### config.mk
export PLATFORM = sky130hd
export DESIGN_NAME = mipsCore
export DESIGN_NICKNAME = d
export VERILOG_FILES = /design/src/verilog/mipsPkg.sv /design/src/verilog/regFile.sv /design/src/verilog/mipsDecode.sv /design/src/verilog/mipsExecute.sv /design/src/verilog/mipsResult.sv /design/src/verilog/hazardUnit.sv /design/src/verilog/mipsCore.sv
export SDC_FILE = /design/constraint.sdc
export NUM_CORES = 2
export LEC_CHECK = 0
export BUFFER_PORTS_ARGS = -buffer_cell sky130_fd_sc_hd__buf_2
export CORE_UTILIZATION = 57
export DETAILED_ROUTE_END_ITERATION = 10
export PLACE_DENSITY = 0.86
export SYNTH_ARGS = -nofsm -noshare
export SYNTH_HDL_FRONTEND = slang
export SYNTH_SLANG_ARGS = --single-unit
### constraint.sdc
create_clock -name clk -period 13.1 [get_ports clk]
set_clock_uncertainty 0.2 [all_clocks]
set_input_delay 1.31 -clock clk [delete_from_list [all_inputs] [get_ports clk]]
set_output_delay 1.31 -clock clk [all_outputs]
set_load 0.005 [all_outputs]
### src/verilog/mipsPkg.sv
// Shared widths, opcode and function encodings, ALU and forwarding selects
// Pipeline stage bundles for the five-stage MIPS core
`default_nettype none

package mipsPkg;

	localparam int dataWidth = 32;
	localparam int regAddrWidth = 5;

	typedef logic [dataWidth-1:0] word;
	typedef logic [regAddrWidth-1:0] regAddr;

	typedef enum logic [5:0] {
		rType = 6'b000000,
		lw    = 6'b100011,
		sw    = 6'b101011,
		beq   = 6'b000100,
		addi  = 6'b001000
	} opcode;

	typedef enum logic [5:0] {
		fAdd = 6'b100000,
		fSub = 6'b100010,
		fAnd = 6'b100100,
		fOr  = 6'b100101,
		fSlt = 6'b101010
	} functCode;

	typedef enum logic [2:0] {
		aluAnd = 3'b000,
		aluOr  = 3'b001,
		aluAdd = 3'b010,
		aluSub = 3'b110,
		aluSlt = 3'b111
	} aluControl;

	// Operand source for the execute stage
	typedef enum logic [1:0] {
		fwdReg       = 2'b00,
		fwdWriteback = 2'b01,
		fwdMemory    = 2'b10
	} forwardSel;

	// ******************************************************************
	// Stage bundles that read as a bubble when all zero
	// ******************************************************************

	typedef struct packed {
		logic regWrite;
		logic memToReg;
		logic memWrite;
		logic aluSrc;
		logic regDst;
		logic branch;
		aluControl aluCtrl;
	} ctrlSignals;

	typedef struct packed {
		ctrlSignals ctrl;
		word readDataA;
		word readDataB;
		regAddr rs;
		regAddr rt;
		regAddr rd;
		word imm;
		word pcPlus4;
	} decodeExecBundle;

	typedef struct packed {
		logic regWrite;
		logic memToReg;
		logic memWrite;
		logic branchTaken;
		word aluOut;
		word writeData;
		regAddr writeReg;
		word branchTarget;
	} execMemBundle;

	typedef struct packed {
		logic regWrite;
		logic memToReg;
		word readData;
		word aluOut;
		regAddr writeReg;
	} memWbBundle;

endpackage

`default_nettype wire

### src/verilog/regFile.sv
// Register file with two combinational reads and one falling-edge write
`timescale 1ns/1ps
`default_nettype none

module regFile (
	input  logic           clk,
	input  mipsPkg::regAddr readAddrA,
	input  mipsPkg::regAddr readAddrB,
	output mipsPkg::word    readDataA,
	output mipsPkg::word    readDataB,
	input  logic           writeEnable,
	input  mipsPkg::regAddr writeAddr,
	input  mipsPkg::word    writeValue
);
	import mipsPkg::*;

	word regs [1:31];                                   // Register zero is not stored

	// Writing on the falling edge lets decode see a writeback of the same cycle
	always_ff @(negedge clk)
	begin
		if (writeEnable && (writeAddr != '0))
		begin
			regs[writeAddr] <= writeValue;
		end
	end

	assign readDataA = (readAddrA == '0) ? '0 : regs[readAddrA];
	assign readDataB = (readAddrB == '0) ? '0 : regs[readAddrB];

endmodule

`default_nettype wire

### src/verilog/mipsDecode.sv
// Fetch-to-decode register, instruction field split and control decode
// Sign extension and the decode-to-execute register
`timescale 1ns/1ps
`default_nettype none

module mipsDecode (
	input  logic                     clk,
	input  logic                     reset,
	input  mipsPkg::word             instr,
	input  mipsPkg::word             pcPlus4,
	input  logic                     stall,
	input  logic                     flush,
	input  logic                     flushNext,
	output mipsPkg::regAddr          rs,
	output mipsPkg::regAddr          rt,
	input  mipsPkg::word             readDataA,
	input  mipsPkg::word             readDataB,
	output mipsPkg::decodeExecBundle decoded
);
	import mipsPkg::*;

	word instrD;
	word pcPlus4D;
	opcode opField;
	functCode functField;
	ctrlSignals ctrl;
	decodeExecBundle nextBundle;

	// ******************************************************************
	// Fetch-to-decode register
	// ******************************************************************

	always_ff @(posedge clk or posedge reset)
	begin
		if (reset)
		begin
			instrD <= '0;
			pcPlus4D <= '0;
		end
		else if (flush)
		begin
			instrD <= '0;                                    // Zero word decodes as a bubble
			pcPlus4D <= '0;
		end
		else if (!stall)
		begin
			instrD <= instr;
			pcPlus4D <= pcPlus4;
		end
	end

	assign opField = opcode'(instrD[31:26]);
	assign functField = functCode'(instrD[5:0]);
	assign rs = instrD[25:21];
	assign rt = instrD[20:16];

	// Main and ALU decode in one table
	always_comb
	begin
		ctrl = '0;
		case (opField)
			rType:
			begin
				ctrl.regWrite = 1'b1;
				ctrl.regDst = 1'b1;
				case (functField)
					fAdd:    ctrl.aluCtrl = aluAdd;
					fSub:    ctrl.aluCtrl = aluSub;
					fAnd:    ctrl.aluCtrl = aluAnd;
					fOr:     ctrl.aluCtrl = aluOr;
					fSlt:    ctrl.aluCtrl = aluSlt;
					default: ctrl = '0;                    // Unknown function is a bubble
				endcase
			end
			lw:
			begin
				ctrl.regWrite = 1'b1;
				ctrl.memToReg = 1'b1;
				ctrl.aluSrc = 1'b1;
				ctrl.aluCtrl = aluAdd;
			end
			sw:
			begin
				ctrl.memWrite = 1'b1;
				ctrl.aluSrc = 1'b1;
				ctrl.aluCtrl = aluAdd;
			end
			beq:
			begin
				ctrl.branch = 1'b1;
				ctrl.aluCtrl = aluSub;                     // Zero flag gives equality
			end
			addi:
			begin
				ctrl.regWrite = 1'b1;
				ctrl.aluSrc = 1'b1;
				ctrl.aluCtrl = aluAdd;
			end
			default: ctrl = '0;
		endcase
	end

	always_comb
	begin
		nextBundle.ctrl = ctrl;
		nextBundle.readDataA = readDataA;
		nextBundle.readDataB = readDataB;
		nextBundle.rs = instrD[25:21];
		nextBundle.rt = instrD[20:16];
		nextBundle.rd = instrD[15:11];
		nextBundle.imm = {{16{instrD[15]}}, instrD[15:0]};     // Sign extend
		nextBundle.pcPlus4 = pcPlus4D;
	end

	// ******************************************************************
	// Decode-to-execute register
	// ******************************************************************

	always_ff @(posedge clk or posedge reset)
	begin
		if (reset)
			decoded <= '0;
		else if (flushNext)
			decoded <= '0;                                   // Bubble for load-use or branch
		else
			decoded <= nextBundle;
	end

endmodule

`default_nettype wire

### src/verilog/mipsExecute.sv
// Forwarding muxes, ALU and branch decision
// Execute-to-memory register
`timescale 1ns/1ps
`default_nettype none

module mipsExecute (
	input  logic                     clk,
	input  logic                     reset,
	input  mipsPkg::decodeExecBundle decoded,
	input  mipsPkg::forwardSel       forwardA,
	input  mipsPkg::forwardSel       forwardB,
	input  mipsPkg::word             memAluOut,
	input  mipsPkg::word             wbResult,
	input  logic                     flush,
	output mipsPkg::execMemBundle    executed,
	output mipsPkg::regAddr          writeRegE
);
	import mipsPkg::*;

	word srcA;
	word srcB;
	word writeDataE;
	word aluResult;
	word branchTarget;
	logic zero;
	execMemBundle nextBundle;

	function automatic word fwdMux(input forwardSel sel, input word regValue,
		input word wbValue, input word memValue);
		case (sel)
			fwdMemory:    return memValue;
			fwdWriteback: return wbValue;
			default:      return regValue;
		endcase
	endfunction

	// ******************************************************************
	// Operand selection
	// ******************************************************************

	assign srcA = fwdMux(forwardA, decoded.readDataA, wbResult, memAluOut);
	assign writeDataE = fwdMux(forwardB, decoded.readDataB, wbResult, memAluOut);
	assign srcB = decoded.ctrl.aluSrc ? decoded.imm : writeDataE;

	always_comb
	begin
		case (decoded.ctrl.aluCtrl)
			aluAdd:  aluResult = srcA + srcB;
			aluSub:  aluResult = srcA - srcB;
			aluAnd:  aluResult = srcA & srcB;
			aluOr:   aluResult = srcA | srcB;
			aluSlt:  aluResult = ($signed(srcA) < $signed(srcB)) ? word'(1) : '0;  // Signed compare
			default: aluResult = '0;
		endcase
	end

	assign zero = (aluResult == '0);
	assign branchTarget = decoded.pcPlus4 + {decoded.imm[29:0], 2'b00};  // Word offset
	assign writeRegE = decoded.ctrl.regDst ? decoded.rd : decoded.rt;

	always_comb
	begin
		nextBundle.regWrite = decoded.ctrl.regWrite;
		nextBundle.memToReg = decoded.ctrl.memToReg;
		nextBundle.memWrite = decoded.ctrl.memWrite;
		nextBundle.branchTaken = decoded.ctrl.branch & zero;
		nextBundle.aluOut = aluResult;
		nextBundle.writeData = writeDataE;                   // Forwarded store data
		nextBundle.writeReg = writeRegE;
		nextBundle.branchTarget = branchTarget;
	end

	// ******************************************************************
	// Execute-to-memory register
	// ******************************************************************

	always_ff @(posedge clk or posedge reset)
	begin
		if (reset)
			executed <= '0;
		else if (flush)
			executed <= '0;                                  // Killed by a taken branch
		else
			executed <= nextBundle;
	end

endmodule

`default_nettype wire

### src/verilog/mipsResult.sv
// Memory-to-writeback register and writeback result select
`timescale 1ns/1ps
`default_nettype none

module mipsResult (
	input  logic                  clk,
	input  logic                  reset,
	input  mipsPkg::execMemBundle executed,
	input  mipsPkg::word          readData,
	output logic                  regWrite,
	output mipsPkg::regAddr       writeReg,
	output mipsPkg::word          result
);
	import mipsPkg::*;

	memWbBundle wb;

	always_ff @(posedge clk or posedge reset)
	begin
		if (reset)
		begin
			wb <= '0;
		end
		else
		begin
			wb.regWrite <= executed.regWrite;
			wb.memToReg <= executed.memToReg;
			wb.readData <= readData;                         // Load data from the testbench memory
			wb.aluOut <= executed.aluOut;
			wb.writeReg <= executed.writeReg;
		end
	end

	assign regWrite = wb.regWrite;
	assign writeReg = wb.writeReg;
	assign result = wb.memToReg ? wb.readData : wb.aluOut;

endmodule

`default_nettype wire

### src/verilog/hazardUnit.sv
// Forwarding selects, load-use stall and taken-branch flush
`timescale 1ns/1ps
`default_nettype none

module hazardUnit (
	input  mipsPkg::regAddr   rsD,
	input  mipsPkg::regAddr   rtD,
	input  mipsPkg::regAddr   rsE,
	input  mipsPkg::regAddr   rtE,
	input  mipsPkg::regAddr   writeRegE,
	input  mipsPkg::regAddr   writeRegM,
	input  mipsPkg::regAddr   writeRegW,
	input  logic              memToRegE,
	input  logic              regWriteM,
	input  logic              regWriteW,
	input  logic              branchTakenM,
	output mipsPkg::forwardSel forwardA,
	output mipsPkg::forwardSel forwardB,
	output logic              stallFetch,
	output logic              stallDecode,
	output logic              flushDecode,
	output logic              flushExecute,
	output logic              flushMemory
);
	import mipsPkg::*;

	logic loadUse;

	function automatic forwardSel pickSource(input regAddr src, input regAddr wrM,
		input logic wrEnM, input regAddr wrW, input logic wrEnW);
		if ((src != '0) && wrEnM && (src == wrM))
			return fwdMemory;                                // Youngest value wins
		else if ((src != '0) && wrEnW && (src == wrW))
			return fwdWriteback;
		else
			return fwdReg;
	endfunction

	assign forwardA = pickSource(rsE, writeRegM, regWriteM, writeRegW, regWriteW);
	assign forwardB = pickSource(rtE, writeRegM, regWriteM, writeRegW, regWriteW);

	// Load in execute whose destination is read in decode
	assign loadUse = memToRegE && (writeRegE != '0) &&
		((rsD == writeRegE) || (rtD == writeRegE));

	// A taken branch overrides the stall
	assign stallFetch = loadUse & ~branchTakenM;
	assign stallDecode = loadUse & ~branchTakenM;
	assign flushDecode = branchTakenM;
	assign flushExecute = loadUse | branchTakenM;
	assign flushMemory = branchTakenM;

endmodule

`default_nettype wire

### src/verilog/mipsCore.sv
// Top level of the five-stage core with program counter and next-PC choice
// Stage, register file and hazard unit instances
`timescale 1ns/1ps
`default_nettype none

module mipsCore (
	input  logic         clk,
	input  logic         reset,
	output mipsPkg::word pc,
	input  mipsPkg::word instr,
	output logic         memWrite,
	output mipsPkg::word dataAddr,
	output mipsPkg::word writeData,
	input  mipsPkg::word readData
);
	import mipsPkg::*;

	word pcPlus4;
	regAddr rsD;
	regAddr rtD;
	regAddr writeRegE;
	regAddr writeRegW;
	word regDataA;
	word regDataB;
	word resultW;
	logic regWriteW;
	decodeExecBundle decoded;
	execMemBundle executed;
	forwardSel forwardA;
	forwardSel forwardB;
	logic stallFetch;
	logic stallDecode;
	logic flushDecode;
	logic flushExecute;
	logic flushMemory;

	// ******************************************************************
	// Fetch
	// ******************************************************************

	assign pcPlus4 = pc + 32'd4;

	always_ff @(posedge clk or posedge reset)
	begin
		if (reset)
			pc <= '0;
		else if (executed.branchTaken)
			pc <= executed.branchTarget;                     // Branch resolved in memory
		else if (!stallFetch)
			pc <= pcPlus4;
	end

	mipsDecode decodeStage (.clk(clk), .reset(reset), .instr(instr), .pcPlus4(pcPlus4),
		.stall(stallDecode), .flush(flushDecode), .flushNext(flushExecute),
		.rs(rsD), .rt(rtD), .readDataA(regDataA), .readDataB(regDataB), .decoded(decoded));

	regFile regs (.clk(clk), .readAddrA(rsD), .readAddrB(rtD), .readDataA(regDataA),
		.readDataB(regDataB), .writeEnable(regWriteW), .writeAddr(writeRegW),
		.writeValue(resultW));

	mipsExecute executeStage (.clk(clk), .reset(reset), .decoded(decoded),
		.forwardA(forwardA), .forwardB(forwardB), .memAluOut(executed.aluOut),
		.wbResult(resultW), .flush(flushMemory), .executed(executed), .writeRegE(writeRegE));

	// Memory stage drives the data port directly
	assign memWrite = executed.memWrite;
	assign dataAddr = executed.aluOut;
	assign writeData = executed.writeData;

	mipsResult resultStage (.clk(clk), .reset(reset), .executed(executed),
		.readData(readData), .regWrite(regWriteW), .writeReg(writeRegW), .result(resultW));

	hazardUnit hazards (.rsD(rsD), .rtD(rtD), .rsE(decoded.rs), .rtE(decoded.rt),
		.writeRegE(writeRegE), .writeRegM(executed.writeReg), .writeRegW(writeRegW),
		.memToRegE(decoded.ctrl.memToReg), .regWriteM(executed.regWrite),
		.regWriteW(regWriteW), .branchTakenM(executed.branchTaken),
		.forwardA(forwardA), .forwardB(forwardB), .stallFetch(stallFetch),
		.stallDecode(stallDecode), .flushDecode(flushDecode),
		.flushExecute(flushExecute), .flushMemory(flushMemory));

endmodule

`default_nettype wire

==> results_dict.tcl <==
set metrics [dict create \
    status "complete, but fails checks" \
    violations "DRC, capacitance limit, slew limit" \
    reg2reg_from "resultStage.writeReg[0]" \
    synth_area_leaders "edfxtp_1 43%, mux4_2 19%, dfrtp_1 15%, mux2i_1 3.9%, ha_1 2.3%" \
    wl_mm 244.6 \
    finalSetupViolations 0 \
    finish.utilization_pct 66.41 \
    cp-end-kind "register" \
    hold_viol 0 \
    startpoint_type "register" \
    routed_via_density 7.159 \
    yosys_warnings 0 \
    p_seq_share_pct 40.4 \
    hold_path.class "register to register" \
    drv.max_cap_violation_count 2 \
    peakVddDrop_uv 121.7 \
    p_sw_mw 4.319 \
    synth-main-ff-cell "edfxtp_1" \
    whs_ns 0.1684 \
    fill_cells 7272 \
    grt_pass1_wl_mm 349.9 \
    rows 127 \
    holdPathEnd "resultStage.wb[69]" \
    drtAntennaViolNets 0 \
    slowest_delay_ns 1.51 \
    fin_ws_ns 2.996 \
    antenna_found_initial 24 \
    sw_frac_of_total_pct 33.64 \
    r2r-end "regs.regs[6][20]" \
    drt_first_pass_iters 11 \
    core_area_sq_um 119700 \
    vias 51670 \
    hpwl_mm 127.0 \
    power_leakage_nw 32.91 \
    cpMaxStageDelayCell "nor2_4" \
    post_cts_resized 0 \
    drive_gt1_share_pct 21.22 \
    ys_ff_latch 1395 \
    cts_tree "done" \
    cts_setup_buffers 0 \
    synth-edff-count 992 \
    r2r_slack_ns 3.00 \
    detailedPlace.worstSlack_ns 3.399 \
    grt_max_degree 125 \
    path_max_fanout 32 \
    syn_inst 4481 \
    yosysTopAreaCellShare_pct 43.36 \
    gp_congestion 0.9542 \
    relSlewSlack_pct -5.354 \
    die_w_um 349.2 \
    portBuffers 162 \
    gr-usage-all-layers_pct 40.25 \
    internal_power_mw 8.521 \
    cp.required_ns 6.70 \
    grt_pass1_vias 53000 \
    fin_tns_setup_ns 0 \
    area_growth_syn_to_layout_pct 15.67 \
    crit_type "register to register" \
    wl_per_cell_um 33.89 \
    cts_buffers 144 \
    rsz0062_at_grt "false" \
    path_buf_inv 0 \
    finalMaxSlewViolations 66 \
    finalInstanceArea_sq_um 79460 \
    crit_chain "nand3b_1, nor2_4" \
    yosysSeqAreaShare_pct 58.04 \
    drt_iter0_drc 10090 \
    ios 163 \
    netlist_area_sq_um 68700 \
    initial_core_util_pct 57.41 \
    synth_fp_nets 4676 \
    dieArea_sq_um 121900 \
    min_from "executeStage.executed[103]" \
    reg2reg_depth 2 \
    power_density_nw_per_um2 161.6 \
    cts_hold_repair.buffers 0 \
    hold-path-cell-count 0 \
    drc 1 \
    cts_root_buf "clkbuf_16" \
    comb_power_share_pct 13.1 \
    synth.distinct_cells 94 \
    synth_area_leader_cell "edfxtp_1" \
    cpLargestDelayFamily "simple AND/OR/NAND/NOR gates" \
    dpl_cell_area_sq_um 70780 \
    synthArstFlopShare_pct 28.89 \
    p_clk_share_pct 46.5 \
    num-nets-final 5678 \
    clkLatencyLatePin_ns 0.81 \
    htree_levels 4 \
    worstPathArrival_ns 3.70 \
    overflow 0 \
    cts_max_path_buffers 3 \
    cts_sinks 1395 \
    die_h_um 349.2 \
    syn_area_per_cell_sq_um 15.33 \
    worst_pin_slew_ns 1.577 \
    path_clk_slew_ns 0.07 \
]
## state kept, by name, summed over array words and instances, names as in the netlist
name,cells
decodeStage.decoded,131
executeStage.executed,105
resultStage.writeReg,5
resultStage.wb,65
pc,32
decodeStage.instrD,32
resultStage.regWrite,1
regs.regs,992
decodeStage.pcPlus4D,32
## per-stage QoR
step	power, mW	cells
floorplan	6.747	4481
global placement	7.198	5958
detailed placement	7.257	5958
CTS	12.71	7206
global route	13.20	7210
finish	12.84	7217
## area by class of cell
class,instances,area (sq um),area share [%]
Clock buffer,174,3954,4.976
Inverter,127,484.2,0.6094
Timing Repair Buffer,238,1419,1.786
Tap cell,1612,2017,2.538
Sequential cell,1395,39910,50.23
Multi-Input combinational cell,2585,26940,33.90
Clock inverter,1075,4707,5.924
Antenna cell,11,27.53,0.03464
## routing by layer
metal	share of wire, %	track usage, %
met3	16	18.94
met4	10	32.47
met5	0.14	0.9204
met1	30	45.24
met2	44	58.60
## how the worst max path moves through the flow
stage | startpoint | endpoint | slack (ns) | cells after the start
after floorplan | reset | decodeStage.decoded[0] | 0.38 | 1
after global placement | resultStage.writeReg[4] | regs.regs[4][21] | 3.47 | 3
after detailed placement | resultStage.writeReg[0] | regs.regs[26][29] | 3.40 | 3
after CTS | resultStage.writeReg[0] | regs.regs[6][20] | 3.14 | 2
after global routing | resultStage.writeReg[0] | regs.regs[6][19] | 3.10 | 2
final | resultStage.writeReg[0] | regs.regs[6][20] | 3.00 | 2
## synth_stat cells (9+ instances only)
cell	n
nand3_1	43
o21a_1	24
buf_2	28
nor2b_1	26
xnor2_1	63
nand2b_1	21
edfxtp_1	992
nand2_1	193
o21ai_0	139
mux4_2	576
inv_1	126
clkbuf_1	218
ha_1	126
a21oi_1	148
or3_1	11
xor2_1	60
nor2_1	359
dfrtp_1	403
buf_4	64
o211ai_1	25
nor4_1	12
mux2_2	53
and2_1	51
a211oi_1	41
a21o_1	24
mux2i_1	268
nand4_1	23
buf_1	61
and3_1	72
a31oi_1	17
nor3_1	42
o21bai_1	9
## kinds of logic after synthesis
logic type / count (synthesis) / synth area share, %
compound gates: 536 / 5.005
xor+xnor: 123 / 1.568
fa+ha+maj: 129 / 2.382
buf+inv: 501 / 3.160
flops: 1395 / 58.04
mux: 897 / 23.66
simple gates: 900 / 6.185
## placed cells by master, fill, tap and decap left out, drive strengths merged, types with 126 or more instances in the layout
cell type and count:
a21oi 150, buf 238, clkbuf 174, dfrtp 403
edfxtp 992, ha 126, inv 1151, mux2i 268
mux4 576, nand2 193, nor2 360, o21ai 144
## power by group through the flow
stage | combinational (mW) | sequential (mW) | clock (mW)
after CTS | 1.61 | 5.18 | 5.91
after global placement | 1.51 | 5.24 | 0.448
final | 1.68 | 5.19 | 5.97
after global routing | 1.76 | 5.19 | 6.24
after floorplan | 1.13 | 5.17 | 0.448
after detailed placement | 1.56 | 5.24 | 0.448
Note: power is estimated with default switching activity, not from simulation.
